--- src/hdl/trunc_params.svh ---
/*
 * Sizing constants for the packet truncation subsystem.
 * Beat width is fixed at build time; the keep field is assumed contiguous.
 * The reset length applies until software writes the length register.
 */

`ifndef TRUNC_PARAMS_SVH
`define TRUNC_PARAMS_SVH

// bytes carried by one stream beat
`define TRUNC_DATA_BYTES 8

// width of any byte length or byte count
`define TRUNC_LEN_BITS 16

// truncated-packet counter width, saturates at all ones
`define TRUNC_CNT_BITS 16

// length limit loaded by reset
`define TRUNC_RESET_LEN 64

`endif

--- src/hdl/stream_pkg.sv ---
/*
 * Types for the beat stream.
 * Byte i of the data sits in bits 8*i+7 down to 8*i, enabled by keep bit i.
 * No back-pressure exists, so a beat is a struct with no ready field.
 */

`default_nettype none

`include "trunc_params.svh"

package stream_pkg;

   // ------------------------------------------------------------------------
   // beat fields
   // ------------------------------------------------------------------------
   typedef logic [`TRUNC_DATA_BYTES*8-1:0] beat_data_t;
   typedef logic [`TRUNC_DATA_BYTES-1:0]   beat_keep_t;

   // destination tag, carried through untouched
   typedef logic [3:0] dest_t;

   typedef struct packed {
      beat_data_t data;
      beat_keep_t keep;
      logic       last;
      dest_t      dest;
   } stream_beat_t;

endpackage

`default_nettype wire

--- src/hdl/trunc_cfg_pkg.sv ---
/*
 * Types for the configuration side of the truncator.
 * Register data is 16 bits wide; the counter register is read-only.
 */

`default_nettype none

`include "trunc_params.svh"

package trunc_cfg_pkg;

   typedef logic [`TRUNC_LEN_BITS-1:0] byte_len_t;
   typedef logic [15:0]                cfg_data_t;

   // register map, a write to the counter clears it
   typedef enum logic [1:0] {
      CFG_CTRL      = 2'd0,
      CFG_MAX_LEN   = 2'd1,
      CFG_TRUNC_CNT = 2'd2
   } cfg_addr_e;

   // live settings handed to the truncation block
   typedef struct packed {
      logic      enable;
      byte_len_t max_len;
   } trunc_cfg_t;

endpackage

`default_nettype wire

--- src/hdl/pkt_trunc.sv ---
/*
 * Cuts each packet to the limit in cfg, captured on the packet's first beat.
 * Output is registered, one cycle of latency, and dropped beats leave gaps.
 * Input keep must be non-zero and filled from byte 0 upward.
 */

`default_nettype none

`include "trunc_params.svh"

module pkt_trunc (
   input  logic                      clk,
   input  logic                      srst,
   input  logic                      in_valid,
   input  stream_pkg::stream_beat_t  in_beat,
   input  trunc_cfg_pkg::trunc_cfg_t cfg,
   output logic                      out_valid,
   output logic                      cut_pulse,
   output stream_pkg::stream_beat_t  out_beat
);

   localparam int DATA_BYTES = `TRUNC_DATA_BYTES;

   typedef enum logic [1:0] {
      PKT_START,
      PKT_PASS,
      PKT_DROP
   } pkt_state_e;

   pkt_state_e state;

   trunc_cfg_pkg::trunc_cfg_t cfg_q;
   trunc_cfg_pkg::trunc_cfg_t cur_cfg;
   trunc_cfg_pkg::byte_len_t  byte_cnt;
   trunc_cfg_pkg::byte_len_t  cur_cnt;
   trunc_cfg_pkg::byte_len_t  remain;

   logic limit_hit;
   logic near_end;
   logic cut_beat;
   logic drop_beat;
   logic keep_cut;
   logic fwd;
   logic cut_now;

   stream_pkg::beat_keep_t   keep_mask;
   stream_pkg::beat_keep_t   cut_keep;
   stream_pkg::stream_beat_t nxt_beat;

   // number of enabled bytes in a beat
   function automatic trunc_cfg_pkg::byte_len_t keep_bytes(
      input stream_pkg::beat_keep_t keep
   );
      trunc_cfg_pkg::byte_len_t n;
      n = '0;
      for (int i = 0; i < DATA_BYTES; i++) begin
         n = n + trunc_cfg_pkg::byte_len_t'(keep[i]);
      end
      return n;
   endfunction

   // ------------------------------------------------------------------------
   // cut decision
   // ------------------------------------------------------------------------

   // first beat uses the live settings and a zero count
   assign cur_cfg = (state == PKT_START) ? cfg : cfg_q;
   assign cur_cnt = (state == PKT_START) ? '0 : byte_cnt;

   assign remain    = cur_cfg.max_len - cur_cnt;
   assign limit_hit = cur_cnt >= cur_cfg.max_len;
   assign near_end  = remain <= trunc_cfg_pkg::byte_len_t'(DATA_BYTES);

   assign cut_beat  = cur_cfg.enable && !limit_hit && near_end;
   assign drop_beat = (state == PKT_DROP) || (cur_cfg.enable && limit_hit);
   assign fwd       = in_valid && !drop_beat;

   // bytes below the remaining count survive
   always_comb begin
      for (int i = 0; i < DATA_BYTES; i++) begin
         keep_mask[i] = remain > trunc_cfg_pkg::byte_len_t'(i);
      end
   end

   assign cut_keep = in_beat.keep & keep_mask;
   assign keep_cut = cut_keep != in_beat.keep;

   // counted once per packet: forced last, shortened keep, or zero limit
   assign cut_now = in_valid && (state != PKT_DROP) &&
                    ((cur_cfg.enable && limit_hit) ||
                     (cut_beat && (!in_beat.last || keep_cut)));

   // cut beat gets the new keep, last set, and cleared bytes zeroed
   always_comb begin
      nxt_beat = in_beat;
      if (cut_beat) begin
         nxt_beat.keep = cut_keep;
         nxt_beat.last = 1'b1;
         for (int i = 0; i < DATA_BYTES; i++) begin
            if (!cut_keep[i]) begin
               nxt_beat.data[8*i +: 8] = 8'h00;
            end
         end
      end
   end

   // ------------------------------------------------------------------------
   // packet FSM and output register
   // ------------------------------------------------------------------------
   always_ff @(posedge clk) begin
      if (srst) begin
         state     <= PKT_START;
         out_valid <= 1'b0;
         cut_pulse <= 1'b0;
      end else begin
         out_valid <= fwd;
         cut_pulse <= cut_now;
         if (in_valid) begin
            case (state)
               PKT_START, PKT_PASS: begin
                  if (in_beat.last) begin
                     state <= PKT_START;
                  end else if (drop_beat || cut_beat) begin
                     state <= PKT_DROP;
                  end else begin
                     state <= PKT_PASS;
                  end
               end
               default: begin
                  // tail of a cut packet
                  if (in_beat.last) begin
                     state <= PKT_START;
                  end
               end
            endcase
         end
      end
   end

   always_ff @(posedge clk) begin
      if (in_valid && (state == PKT_START)) begin
         cfg_q <= cfg;
      end
      if (fwd) begin
         byte_cnt <= cur_cnt + keep_bytes(in_beat.keep);
         out_beat <= nxt_beat;
      end
   end

   // ------------------------------------------------------------------------
   // checks
   // ------------------------------------------------------------------------
   a_keep_nonzero: assert property (
      @(posedge clk) disable iff (srst) out_valid |-> (out_beat.keep != '0)
   );

   a_quiet_after_reset: assert property (
      @(posedge clk) srst |=> !out_valid
   );

endmodule

`default_nettype wire

--- src/hdl/trunc_cfg_regs.sv ---
/*
 * Control registers for the truncator: enable, length limit and a
 * saturating count of cut packets. Reads return data one cycle after
 * cfg_rd. Reads and writes must not be issued in the same cycle.
 */

`default_nettype none

`include "trunc_params.svh"

module trunc_cfg_regs (
   input  logic                     clk,
   input  logic                     srst,
   input  logic                     cfg_wr,
   input  logic                     cfg_rd,
   input  trunc_cfg_pkg::cfg_addr_e cfg_addr,
   input  trunc_cfg_pkg::cfg_data_t cfg_wdata,
   input  logic                     cut_pulse,
   output logic                     cfg_rvalid,
   output trunc_cfg_pkg::cfg_data_t cfg_rdata,
   output trunc_cfg_pkg::trunc_cfg_t cfg
);

   trunc_cfg_pkg::trunc_cfg_t cfg_q;
   logic [`TRUNC_CNT_BITS-1:0] trunc_cnt;
   logic                       cnt_clr;

   // ------------------------------------------------------------------------
   // write side
   // ------------------------------------------------------------------------
   always_ff @(posedge clk) begin
      if (srst) begin
         cfg_q.enable  <= 1'b0;
         cfg_q.max_len <= trunc_cfg_pkg::byte_len_t'(`TRUNC_RESET_LEN);
      end else if (cfg_wr) begin
         case (cfg_addr)
            trunc_cfg_pkg::CFG_CTRL: begin
               cfg_q.enable <= cfg_wdata[0];
            end
            trunc_cfg_pkg::CFG_MAX_LEN: begin
               cfg_q.max_len <= trunc_cfg_pkg::byte_len_t'(cfg_wdata);
            end
            default: begin
               // counter clear handled below
            end
         endcase
      end
   end

   assign cfg = cfg_q;

   // ------------------------------------------------------------------------
   // cut counter
   // ------------------------------------------------------------------------
   assign cnt_clr = cfg_wr && (cfg_addr == trunc_cfg_pkg::CFG_TRUNC_CNT);

   always_ff @(posedge clk) begin
      if (srst) begin
         trunc_cnt <= '0;
      end else if (cnt_clr) begin
         // a cut landing on the clear cycle is still counted
         trunc_cnt <= cut_pulse ? `TRUNC_CNT_BITS'(1) : '0;
      end else if (cut_pulse && (trunc_cnt != '1)) begin
         trunc_cnt <= trunc_cnt + 1'b1;
      end
   end

   // ------------------------------------------------------------------------
   // read side
   // ------------------------------------------------------------------------
   always_ff @(posedge clk) begin
      if (srst) begin
         cfg_rvalid <= 1'b0;
      end else begin
         cfg_rvalid <= cfg_rd;
      end
   end

   always_ff @(posedge clk) begin
      if (cfg_rd) begin
         case (cfg_addr)
            trunc_cfg_pkg::CFG_CTRL: begin
               cfg_rdata <= trunc_cfg_pkg::cfg_data_t'(cfg_q.enable);
            end
            trunc_cfg_pkg::CFG_MAX_LEN: begin
               cfg_rdata <= trunc_cfg_pkg::cfg_data_t'(cfg_q.max_len);
            end
            trunc_cfg_pkg::CFG_TRUNC_CNT: begin
               cfg_rdata <= trunc_cfg_pkg::cfg_data_t'(trunc_cnt);
            end
            default: begin
               // unmapped address reads as zero
               cfg_rdata <= '0;
            end
         endcase
      end
   end

   // host side must serialize its accesses
   a_no_rd_wr_overlap: assert property (
      @(posedge clk) disable iff (srst) !(cfg_rd && cfg_wr)
   );

endmodule

`default_nettype wire

--- src/hdl/trunc_top.sv ---
/*
 * Packet truncator with its register block.
 * One cycle from input beat to output beat; the receiver takes every beat.
 * New settings apply from the next packet that starts after the write.
 */

`default_nettype none

module trunc_top (
   input  logic                     clk,
   input  logic                     srst,
   input  logic                     in_valid,
   input  stream_pkg::stream_beat_t in_beat,
   output logic                     out_valid,
   output stream_pkg::stream_beat_t out_beat,
   input  logic                     cfg_wr,
   input  logic                     cfg_rd,
   input  trunc_cfg_pkg::cfg_addr_e cfg_addr,
   input  trunc_cfg_pkg::cfg_data_t cfg_wdata,
   output logic                     cfg_rvalid,
   output trunc_cfg_pkg::cfg_data_t cfg_rdata
);

   trunc_cfg_pkg::trunc_cfg_t cfg;
   logic                      cut_pulse;

   // ------------------------------------------------------------------------
   // register block
   // ------------------------------------------------------------------------
   trunc_cfg_regs u_regs (
      .clk        (clk),
      .srst       (srst),
      .cfg_wr     (cfg_wr),
      .cfg_rd     (cfg_rd),
      .cfg_addr   (cfg_addr),
      .cfg_wdata  (cfg_wdata),
      .cut_pulse  (cut_pulse),
      .cfg_rvalid (cfg_rvalid),
      .cfg_rdata  (cfg_rdata),
      .cfg        (cfg)
   );

   // ------------------------------------------------------------------------
   // truncation datapath
   // ------------------------------------------------------------------------
   pkt_trunc u_trunc (
      .clk       (clk),
      .srst      (srst),
      .in_valid  (in_valid),
      .in_beat   (in_beat),
      .cfg       (cfg),
      .out_valid (out_valid),
      .cut_pulse (cut_pulse),
      .out_beat  (out_beat)
   );

endmodule

`default_nettype wire

--- config.mk ---
export PLATFORM = sky130hd
export DESIGN_NAME = trunc_top
export DESIGN_NICKNAME = d
export VERILOG_FILES = /design/src/hdl/stream_pkg.sv /design/src/hdl/trunc_cfg_pkg.sv /design/src/hdl/pkt_trunc.sv /design/src/hdl/trunc_cfg_regs.sv /design/src/hdl/trunc_top.sv
export VERILOG_INCLUDE_DIRS = /design/src /design/src/hdl
export SDC_FILE = /design/constraint.sdc
export NUM_CORES = 1
export LEC_CHECK = 0
export ABC_AREA = 1
export BUFFER_PORTS_ARGS = -buffer_cell sky130_fd_sc_hd__buf_2
export CORE_ASPECT_RATIO = 0.8
export CORE_MARGIN = 5
export CORE_UTILIZATION = 55
export CTS_BUF_LIST = sky130_fd_sc_hd__clkbuf_16
export DETAILED_ROUTE_END_ITERATION = 10
export PLACE_DENSITY_LB_ADDON = 0.1
export SKIP_CTS_REPAIR_TIMING = 1
export SLEW_MARGIN = 30
export SYNTH_ARGS = -nofsm -noshare
export SYNTH_HDL_FRONTEND = slang
export SYNTH_SLANG_ARGS = --single-unit
--- constraint.sdc ---
create_clock -name clk -period 12 [get_ports clk]
set_input_delay 1.2 -clock clk [delete_from_list [all_inputs] [get_ports clk]]
set_output_delay 1.2 -clock clk [all_outputs]
set_load 0.05 [all_outputs]
# Word level (Yosys, flattened, before mapping)
# Cells that the tools add are included.
[classes]
add_sub_neg = 10
mul = 0
n_div = 0
n_lt_le_gt_ge = 10
eq_ne = 7
shifts = 0
n_mux = 19
bitwise_logic = 1
reduce_logical = 25
[op_table]
columns = ["cell", "count"]
rows = [
  ["$add 16x1->16", 6],
  ["$mux 73", 1],
  ["$gt 16x3->1 const B", 4],
  ["$mux 8", 8],
  ["$mux 16", 3],
  ["$pmux 16 s3", 1],
  ["$gt 16x1->1 const B", 2],
  ["$gt 16x2->1 const B", 2],
  ["$mux 17", 1],
  ["$add 16x1->16 const B", 1],
  ["$add 16x16->16", 1],
  ["$ge 16x16->1", 1],
  ["$le 16x4->1 const B", 1],
  ["$ne 16x16->1 const B", 1],
  ["$sub 16x16->16", 1],
  ["$logic_and 1x1->1", 10],
  ["$and 8x8->8", 1],
  ["$mux 2", 4],
  ["$ne 8x8->1", 1],
  ["$reduce_and 2->1", 3],
  ["$eq 2x1->1 const B", 2],
  ["$eq 2x2->1 const B", 2],
  ["$logic_not 2->1", 2],
  ["$logic_or 1x1->1", 4],
  ["other kinds (6)", 9],
]
[totals]
reg_bits = 164
latchBits = 0
mem_bits_rw = 0
rom_bits = 0
in_bits = 100
out_inout_bits = 95
memories = 0

# Longest topological paths before layout
# Gate-level depths: netlist (run 1).
[depth]
depth_word = 10
ltp_mapped = 27
ltp_nobuf = 25

# By module
# A second synthesis (run 1) with hierarchy kept.
[unflattened]
cells_unflattened = 952
hier_area_um2 = 8469.4
[modules_own_cells]
columns = ["module", "instances", "cells_each", "area_each_um2", "seq_area_each_um2"]
rows = [
  ["pkt_trunc", 1, 653, 6153.4, 3383.2],
  ["trunc_cfg_regs", 1, 299, 2316.0, 1161.1],
]

# Worst setup path before layout (run 1)
# Ideal clock, no wire load.
[synth_path]
path_type = "register to register"
start = "register u_trunc.state[1]"
end = "register u_trunc.byte_cnt[0] (enable)"
setup_time_ps = 546
arrival_ps = 6640
t_required_ps = 11454
slack_ps = 4814
stages_incl_launch_ff = 19
n_path_buf = 3
synth_period_minus_slack_ps = 7186
path_cell_list = "dfxtp_1 -> inv_2 -> nand2_4 -> buf_2 -> buf_1 -> clkbuf_1 -> o21ai_0 -> ha_1 -> nand2_1 -> nor2_1 -> inv_1 -> nor2_1 -> nand2_1 -> nand3_1 -> nand2_1 -> a32o_1 -> nand2_1 -> o21ai_0 -> nor2_1"
[synth_via]
elab_chain_cells = 7
elab_cells_between_ends = 9
[synth_rtl]
columns = ["item", "line_no", "source"]
rows = [
  ["from (decl)", "pkt_trunc.sv:30", "pkt_state_e state;"],
  ["from (signal assigned)", "pkt_trunc.sv:112", "state <= PKT_START;"],
  ["from (signal assigned)", "pkt_trunc.sv:122", "state <= PKT_START;"],
  ["from (signal assigned)", "pkt_trunc.sv:124", "state <= PKT_DROP;"],
  ["$logic_not 2->1", "pkt_trunc.sv:67, pkt_trunc.sv:68", ""],
  ["$mux 16 / $mux 17 (equally long branches)", "pkt_trunc.sv:68, pkt_trunc.sv:67", ""],
  ["$ge 16x16->1", "pkt_trunc.sv:71", "assign limit_hit = cur_cnt >= cur_cfg.max_len;"],
  ["$logic_and 1x1->1", "pkt_trunc.sv:75", "assign drop_beat = (state == PKT_DROP) || (cur_cfg.enable && limit_hit);"],
  ["$logic_or 1x1->1 (*)", "pkt_trunc.sv:75", ""],
  ["$logic_not 1->1 (*)", "pkt_trunc.sv:76", "assign fwd = in_valid && !drop_beat;"],
  ["$logic_and 1x1->1 (*)", "pkt_trunc.sv:76", ""],
  ["net u_trunc.fwd", "pkt_trunc.sv:43", "logic fwd;"],
  ["to (signal assigned)", "pkt_trunc.sv:145", "byte_cnt <= cur_cnt + keep_bytes(in_beat.keep);"],
  ["to (decl)", "pkt_trunc.sv:34", "trunc_cfg_pkg::byte_len_t byte_cnt;"],
]
# The timed path passes the listed nets; every way through them passes the cells marked *.
# A chain may end at the register's enable or synchronous reset.

# Final worst setup path (run 1)
[layout_path]
start = "input port in_beat[5] (netlist bit)"
end = "register u_trunc.byte_cnt[14] (data pin)"
[layout_via]
elab_chain_cells = 8
[layout_rtl]
columns = ["item", "line_no", "source"]
rows = [
  ["from (decl)", "trunc_top.sv:13", "input stream_pkg::stream_beat_t in_beat,"],
  ["$add 1x1->2", "pkt_trunc.sv:57", "n = n + trunc_cfg_pkg::byte_len_t'(keep[i]);"],
  ["$add 16x1->16 (6 in a row)", "pkt_trunc.sv:57", ""],
  ["$add 16x16->16", "pkt_trunc.sv:145", ""],
]
# No other way between the ends.

==> results.ini, run 1 <==
[worst_setup_path]
crit_buf_inv = 5
cp_max_fo = 3
crit_path_start = in_beat[5]
crit_arrival_ps = 5160
slowest_stage = fa_1
crit_type = input pin to flip-flop
reg2regPathDepth = 19
crit_path_cell_trace = buf_2 > ha_1 > inv_1 > fa_1 > fa_1 > fa_1 > inv_1 > ha_1 > inv_1 > fa_1 > nand3b_1 > and2_0 > inv_1 > a21oi_1 > nor2_1 > nand2_1 > nor3_1 > and3_1 > nand4_1 > xor2_1
path_delay_family = adder cells
reg2reg_from = u_trunc.state[1]
startpoint_type = input pin
crit_required_ps = 12190
cp-end-kind = flip-flop
critPathMaxStageDelay_ps = 530
cp_num_cells = 20

[pwr]
power.density_nw_per_um2 = 192
pwr-share-clk = 0.269
p_comb_frac = 0.368
power_mw = 2.00
p_seq_frac = 0.362
p_switching_uw = 804
peakVddDrop_mv = 0.146
p_leak_nw = 4.74
swShare = 0.403
p_int_mw = 1.19

[placed_design]
port_buffers = 194
placed_cell_area_sq_um = 9840
dp_slack_ps = 6610
place_congestion = 0.899
dp_hpwl_mm = 15.5
post-place-cells = 1336

[clock_tree]
clockRootBuffer = clkbuf_16
cts-htree-levels = 4
clock_latency_ps = 440
numCtsBuffers = 17
clk_path_buf_depth = 2
clock-sinks = 164
cts_tree = built
clk_pin_slew_ps = 60

[logic_synthesis]
synth_cell_types = 56
synth_top_area_frac = 0.439
synthArstFlopShare = 0
synth_nets = 1067
ys_top_cells_by_area = edfxtp_1, dfxtp_1, inv_1, nand2_1, nor2_1
yosysTopAreaCell = edfxtp_1
syn_avg_cell_area_sq_um = 9.21
seq_area_frac_synth = 0.527
synth_edf_count = 126
netlist_area_sq_um = 8630
synth_top_flop_cell = edfxtp_1
ys_ff_latch = 164
syn_inst = 937
yosys_warnings = 0

[grt]
grt_antenna_before_repair = 0
grt_pass1_vias = 6554
grt_max_degree = 94
grt_pass1_wl_mm = 32.2
grt_use_total = 0.225
grt_overflow = 0

[layout]
nets = 1270
fin_cells = 1368
multi_input_area_sq_um = 3320
antenna_cells = 0
area_growth_pct = 20.7
final_cell_mix = buf_2, inv_1, nand2_1, edfxtp_1, nor2_1
drive_gt1_frac = 0.267
final_area_sq_um = 10400
n_fill_cell = 1306
layout_commonest_cell = buf_2
layout.area.seq_sq_um = 4540

[sta]
finalSetupTns_ps = 0
rsz0062_at_grt = no
tightest_slew_ps = 831
hold_viol = 0
setup_viol = 0
finalCritPeriodShare = 0.415
slew_headroom = 0.446
slew_violations = 0
fmax_mhz = 201
fin_skew_ps = 18.3
fin_ws_ps = 7020
layout_min_cycle_time_ps = 4980

[routing]
drc = 0
drt_iter0_drc = 539
wl_per_cell_um = 15.0
first_pass_iters = 5
viasPerCell = 5.08
antenna_left = 0
vias = 6946
routed_wl_mm = 20.5

[status]
status = completed

[floorplan]
core_area_sq_um = 15600
initial_utilization = 0.553
die_y_um = 122
ios = 195
rows = 41
die-area_sq_um = 18300
die_w_um = 150

[worst_hold_path]
hp-start = u_regs.cfg[2]
hp-class = flip-flop to flip-flop
holdPathStages = 0

[flow_run]
cap_violations = 0

-- flip-flops by register name, summed over array words and instances (netlist names) --
register and flops:
u_trunc.out_beat 77, u_regs.cfg 17, u_trunc.cfg_q 17, u_regs.cfg_rdata 16, u_regs.trunc_cnt 16, u_trunc.byte_cnt 16, u_trunc.state 2, u_regs.cfg_rvalid 1
u_trunc.cut_pulse 1, u_trunc.out_valid 1
-- path summary, 6_finish.rpt --
path	endpoint	slack (ps)
worst max-delay path	u_trunc.byte_cnt[14]	7020
worst min-delay path	u_trunc.cfg_q[2]	430
worst max register to register	u_trunc.byte_cnt[14]	7790
worst min register to register	u_trunc.cfg_q[2]	430
-- through the flow --
step                      utilization  hold slack (ps)
after global placement          0.630              410
after global routing            0.668              440
after CTS                       0.668              429
after floorplan                     -              408
after detailed placement        0.631              413
final                           0.668              429
-- synth_stat cells, types with 6 or more instances --
library cell    n
clkbuf_1        8
o21ai_0        49
a21boi_0        6
nand2_4        12
a21boi_1       11
nand4_1        12
nand2_2        11
nand2_1       139
nand3_1        34
dfxtp_1        38
inv_2           9
nand3_2        12
ha_1           25
a21oi_1        41
edfxtp_1      126
o22ai_1        15
xor2_1          9
nor2_2         16
nor2_1         96
inv_1         173
nor3_1         25
clkinv_1        6
-- cells by family after synthesis --
kind of cell | count (synthesis) | synth area share
adders and majority gates | 30 | 0.0479
and+or+nand+nor | 374 | 0.210
AOI/OAI and AO/OA | 153 | 0.110
xor gates and xnor gates | 15 | 0.0161
DFF | 164 | 0.527
buffers and inverters | 201 | 0.0892
-- area by class of cell --
type                       instances  share of cell area
sequential                       164               0.437
timing repair buffer             196              0.0951
multi-input combinational        572               0.319
clock buffer                      17              0.0409
inverter                         189              0.0684
clock inverter                    15              0.0143
tap                              215              0.0258
-- power groups by stage --
stage	combinational (mW)	clock, mW	sequential, mW
after floorplan	0.413	0	0.890
after global placement	0.721	0	0.734
after detailed placement	0.729	0	0.735
after CTS	0.734	0.545	0.724
after global routing	0.811	0.572	0.730
final	0.735	0.538	0.724
-- layer usage --
layer,part of all wire,wire length (um),vias to the layer above,track usage
li1,-,-,3502,-
met1,0.46,9460,3180,0.322
met2,0.45,9130,225,0.336
met3,0.074,1520,39,0.0576
met4,0.018,379,0,0.0731
met5,0,0,-,0
-- worst register-to-register path, delay by kind of cell (launching register included) --
kind | cells | cell delay [ps]
XOR/XNOR | 1 | 160
AO/OA/AOI/OAI | 1 | 90
adder cells (fa/ha/maj) | 4 | 1280
flip-flops | 1 | 380
buffers and inverters | 4 | 340
AND/OR/NAND/NOR | 9 | 1700
No activity file was read; power rests on OpenSTA's default activity.
==> inputs of run 2 (changes only) <==
--- a/config.mk
+++ b/config.mk
@@ -10,7 +10,7 @@
 export BUFFER_PORTS_ARGS = -buffer_cell sky130_fd_sc_hd__buf_2
 export CORE_ASPECT_RATIO = 0.8
 export CORE_MARGIN = 5
-export CORE_UTILIZATION = 55
+export CORE_UTILIZATION = 49
 export CTS_BUF_LIST = sky130_fd_sc_hd__clkbuf_16
 export DETAILED_ROUTE_END_ITERATION = 10
 export PLACE_DENSITY_LB_ADDON = 0.1
==> constraint.sdc (replaced) <==
create_clock -name clk -period 4.3 [get_ports clk]
set_input_delay 0.43 -clock clk [delete_from_list [all_inputs] [get_ports clk]]
set_output_delay 0.43 -clock clk [all_outputs]
set_load 0.05 [all_outputs]
==> results.ini, run 2 (synthesized netlist as in run 1, its figures left out) <==
[worst_setup_path]
crit_required_ps = 4480  ; -7710 ps
crit_path_cell_trace = buf_2 > ha_1 > inv_1 > fa_1 > fa_1 > fa_1 > inv_1 > ha_1 > inv_1 > fa_1 > nand3b_1 > and2_0 > inv_1 > a21oi_1 > nor2_1 > nand2_1 > nor3_1 > and3_1 > nand4_1 > xor2_1
cp-end-kind = flip-flop
cp_max_fo = 2  ; -1
crit_buf_inv = 5  ; unchanged
path_delay_family = adder cells
startpoint_type = input pin
slowest_stage = fa_1
crit_arrival_ps = 4240  ; -920 ps
crit_type = input pin to flip-flop
critPathMaxStageDelay_ps = 520  ; about the same

[layout]
final_cell_mix = buf_2, inv_1, nand2_1, edfxtp_1, nor2_1
final_util = 0.613  ; -0.0545
top_register = u_trunc.out_beat
area_growth_pct = 23.1
nets = 1287  ; +1.3%
drive_gt1_frac = 0.281  ; +0.0141
antenna_cells = 0  ; unchanged
final_area_sq_um = 10600  ; +2.0%
largest_register_ff_count = 77  ; unchanged
layout_commonest_cell = buf_2

[floorplan]
rows = 43  ; +4.9%
die-area_sq_um = 20400  ; +11%
core_area_sq_um = 17300  ; +11%
ios = 195  ; unchanged
die_w_um = 158  ; +5.5%
initial_utilization = 0.498  ; -0.0552
die_y_um = 129  ; +5.5%

[sta]
hold_viol = 0  ; unchanged
layout_min_cycle_time_ps = 4060
fin_skew_ps = 11.3  ; -6.91 ps
rsz0062_at_grt = no
setup_viol = 0  ; unchanged
fmax_mhz = 246
tightest_slew_ps = 744  ; -87.2 ps
slew_violations = 0  ; unchanged
holdWs_ps = 163  ; -266 ps
slew_headroom = 0.503  ; +0.0576
finalCritPeriodShare = 0.944
finalSetupTns_ps = 0  ; unchanged

[clock_tree]
clockRootBuffer = clkbuf_16
cts_tree = built
numCtsBuffers = 17  ; unchanged
clock_latency_ps = 440  ; about the same
clk_pin_slew_ps = 70  ; about the same
cts-htree-levels = 4  ; unchanged
clk_path_buf_depth = 2  ; unchanged
clock-sinks = 164  ; unchanged

[grt]
grt_overflow = 0  ; unchanged
grt_antenna_before_repair = 0  ; unchanged
grt_max_degree = 35  ; -63%
grt_pass1_wl_mm = 32.8  ; +2.0%
grt_pass1_vias = 6622  ; +1.0%
grt_use_total = 0.206  ; -0.0186

[routing]
vias = 6965  ; +0.27%
routed_wl_mm = 20.9  ; +1.8%
drt_iter0_drc = 449  ; -17%
first_pass_iters = 7  ; +2
viasPerCell = 4.99  ; -1.7%
antenna_left = 0  ; unchanged
wl_per_cell_um = 15.0  ; -0.13%
drc = 0  ; unchanged

[placed_design]
place_congestion = 0.940  ; +4.6%
dp_hpwl_mm = 16.0  ; +3.2%
port_buffers = 194  ; unchanged
placed_cell_area_sq_um = 9990  ; +1.6%

[pwr]
peakVddDrop_mv = 0.308  ; +110%
power.density_nw_per_um2 = 537  ; +180%
power_mw = 5.70  ; +190%
p_leak_nw = 4.86  ; +2.4%

[worst_hold_path]
hp-class = input pin to flip-flop

[flow_run]
cap_violations = 0  ; unchanged

[status]
status = completed

==> run 2: cell types whose count changed in the layout (fill, tap and decap cells not counted), sizes merged <==
| cell | change |
|---|---|
| clkinvlp | -1 |
| clkinv | -3 |
| inv | +4 |
| buf | +17 |
==> run 2: layout make-up <==
type                            count  area, sq um
Multi-Input combinational cell    572         3330
Clock inverter                     15          179
Fill cell                        1516         6700
Inverter                          189          712
Tap cell                          225          282
Timing Repair Buffer              213         1150
Sequential cell                   164         4540
Clock buffer                       17          425
==> run 2: per-layer routing <==
layer	share of wire	vias up	GRT usage
met1	0.46	3186	0.293
li1	-	3537	-
met3	0.079	24	0.0568
met4	0.011	0	0.0567
met5	0	-	0
met2	0.45	218	0.313
==> run 2: worst paths after layout <==
kind,slack (ps),startpoint,end,cells after the start
worst max-delay path,240,in_beat[5],u_trunc.byte_cnt[14],20
worst min register to register,430,u_regs.cfg[4],u_trunc.cfg_q[4],0
worst min-delay path,160,in_beat[0],u_trunc.out_beat[0],1
worst max register to register,300,u_trunc.state[0],u_trunc.byte_cnt[14],19
==> run 2: per-stage QoR <==
stage          std cells  setup slack, ps
5_1_grt             1395             16.6
4_1_cts             1394              233
3_5_place_dp        1362             -220
3_3_place_gp        1362             -162
6_report            1395              240
2_1_floorplan        937             3.20
==> run 2: where the power goes <==
group	switching [mW]	internal, mW	total [mW]
Sequential	0.0620	1.96	2.02
Clock	0.725	0.837	1.56
Combinational	1.53	0.593	2.12
Total	2.31	3.39	5.70
==> inputs of run 3 (changes only) <==
--- a/config.mk
+++ b/config.mk
@@ -8,9 +8,8 @@
 export LEC_CHECK = 0
 export ABC_AREA = 1
 export BUFFER_PORTS_ARGS = -buffer_cell sky130_fd_sc_hd__buf_2
-export CORE_ASPECT_RATIO = 0.8
 export CORE_MARGIN = 5
-export CORE_UTILIZATION = 49
+export CORE_UTILIZATION = 40
 export CTS_BUF_LIST = sky130_fd_sc_hd__clkbuf_16
 export DETAILED_ROUTE_END_ITERATION = 10
 export PLACE_DENSITY_LB_ADDON = 0.1
==> results.ini, run 3 (synthesized netlist as in run 1, its figures left out) <==
[layout]
top_register = u_trunc.out_beat
nets = 1285  ; -0.16%
fin_cells = 1443  ; +3.4%
antenna_cells = 0  ; unchanged
area_growth_pct = 24.0
layout_commonest_cell = buf_2
drive_gt1_frac = 0.286  ; +0.00476
final_area_sq_um = 10700  ; +0.71%
final_cell_mix = buf_2, inv_1, nand2_1, edfxtp_1, nor2_1
largest_register_ff_count = 77  ; unchanged

[sta]
fmax_mhz = 246  ; -0.16%
finalSetupTns_ps = 0  ; unchanged
hold_viol = 0  ; unchanged
finalCritPeriodShare = 0.946  ; +0.00155
slew_violations = 0  ; unchanged
fin_ws_ps = 233  ; -6.68 ps
slew_headroom = 0.387  ; -0.116
setup_viol = 0  ; unchanged
layout_min_cycle_time_ps = 4070  ; +6.68 ps
tightest_slew_ps = 918  ; +174 ps
fin_skew_ps = 13.1  ; +1.74 ps

[grt]
grt_antenna_before_repair = 0  ; unchanged
grt_pass1_wl_mm = 34.4  ; +4.8%
grt_pass1_vias = 6653  ; +0.47%
grt_overflow = 0  ; unchanged
grt_max_degree = 94  ; +170%
grt_use_total = 0.177  ; -0.0287

[placed_design]
placed_cell_area_sq_um = 10000  ; +0.35%
post-place-cells = 1408  ; +3.4%
dp_hpwl_mm = 16.9  ; +5.9%
port_buffers = 194  ; unchanged
dp_slack_ps = -168  ; +52.0 ps
place_congestion = 0.861  ; -8.4%

[clock_tree]
clock-sinks = 164  ; unchanged
cts-htree-levels = 4  ; unchanged
cts_tree = built
clk_path_buf_depth = 2  ; unchanged
clockRootBuffer = clkbuf_16
clk_pin_slew_ps = 70  ; about the same
numCtsBuffers = 17  ; unchanged
clock_latency_ps = 430  ; about the same

[pwr]
power.density_nw_per_um2 = 535  ; -0.32%
p_leak_nw = 4.84  ; -0.26%
power_mw = 5.72  ; +0.39%
peakVddDrop_mv = 0.270  ; -12%

[routing]
drc = 0  ; unchanged
wl_per_cell_um = 15.3  ; +2.6%
drt_iter0_drc = 429  ; -4.5%
routed_wl_mm = 22.1  ; +6.1%
antenna_left = 0  ; unchanged
vias = 6917  ; -0.69%
viasPerCell = 4.79  ; -4.0%
first_pass_iters = 5  ; -2

[floorplan]
ios = 195  ; unchanged
die_y_um = 157  ; +22%
rows = 53  ; +23%
initial_utilization = 0.408  ; -0.0902
die_w_um = 157  ; -0.94%
core_area_sq_um = 21200  ; +22%
die-area_sq_um = 24600  ; +21%

[worst_setup_path]
cp_max_fo = 2  ; unchanged
crit_arrival_ps = 4250  ; about the same
cp-end-kind = flip-flop
crit_required_ps = 4480  ; about the same
startpoint_type = input pin
crit_type = input pin to flip-flop

[flow_run]
cap_violations = 0  ; unchanged

[status]
status = completed

[worst_hold_path]
hp-class = input pin to flip-flop

## run 3: path summary, 6_finish.rpt
check | end | slack (ps) | cells after the start | startpoint
worst max register to register | u_trunc.byte_cnt[15] | 400 | 18 | u_trunc.state[0]
worst min-delay path | u_trunc.out_beat[1] | 180 | 1 | in_beat[1]
worst max-delay path | u_trunc.byte_cnt[12] | 230 | 21 | in_beat[6]
worst min register to register | u_trunc.cfg_q[10] | 420 | 0 | u_regs.cfg[10]
## run 3: through the flow
step / utilization / hold slack [ps]
floorplan: - / 408
global placement: 0.474 / 410
detailed placement: 0.474 / 414
CTS: 0.503 / 156
global route: 0.506 / 163
finish: 0.506 / 179
## run 3: layout make-up
| cell class | count | area [sq um] |
|---|---|---|
| clock buffers | 17 | 425 |
| multi-input cells | 572 | 3350 |
| flip-flops and latches | 164 | 4540 |
| fillers | 2077 | 10500 |
| clock inverters | 15 | 191 |
| well taps | 275 | 344 |
| inverters | 189 | 712 |
| repair buffers | 211 | 1120 |
## run 3: metal layers
metal / wire length, um / vias up / global-route usage
li1: - / 3544 / -
met1: 10200 / 3120 / 0.247
met2: 9860 / 224 / 0.279
met3: 1670 / 29 / 0.0354
met4: 418 / 0 / 0.0562
met5: 0 / - / 0
## run 3: critical path: stages
cell	delay, ps
buf_2	120
ha_4	260
inv_2	30
fa_1	530
fa_1	460
fa_1	480
inv_1	80
ha_2	190
inv_2	40
fa_2	380
nand3b_1	170
and2_4	150
inv_1	60
a21oi_2	60
nor2_1	100
nand2_1	80
nor3_2	180
and3_1	200
buf_4	110
buf_4	90
xnor2_1	50
## run 3: report_power, final
group          switching (mW)  leakage, nW  internal (mW)
combinational            1.51         2.99          0.587
sequential             0.0651         1.55           1.96
clock                   0.710        0.302          0.888
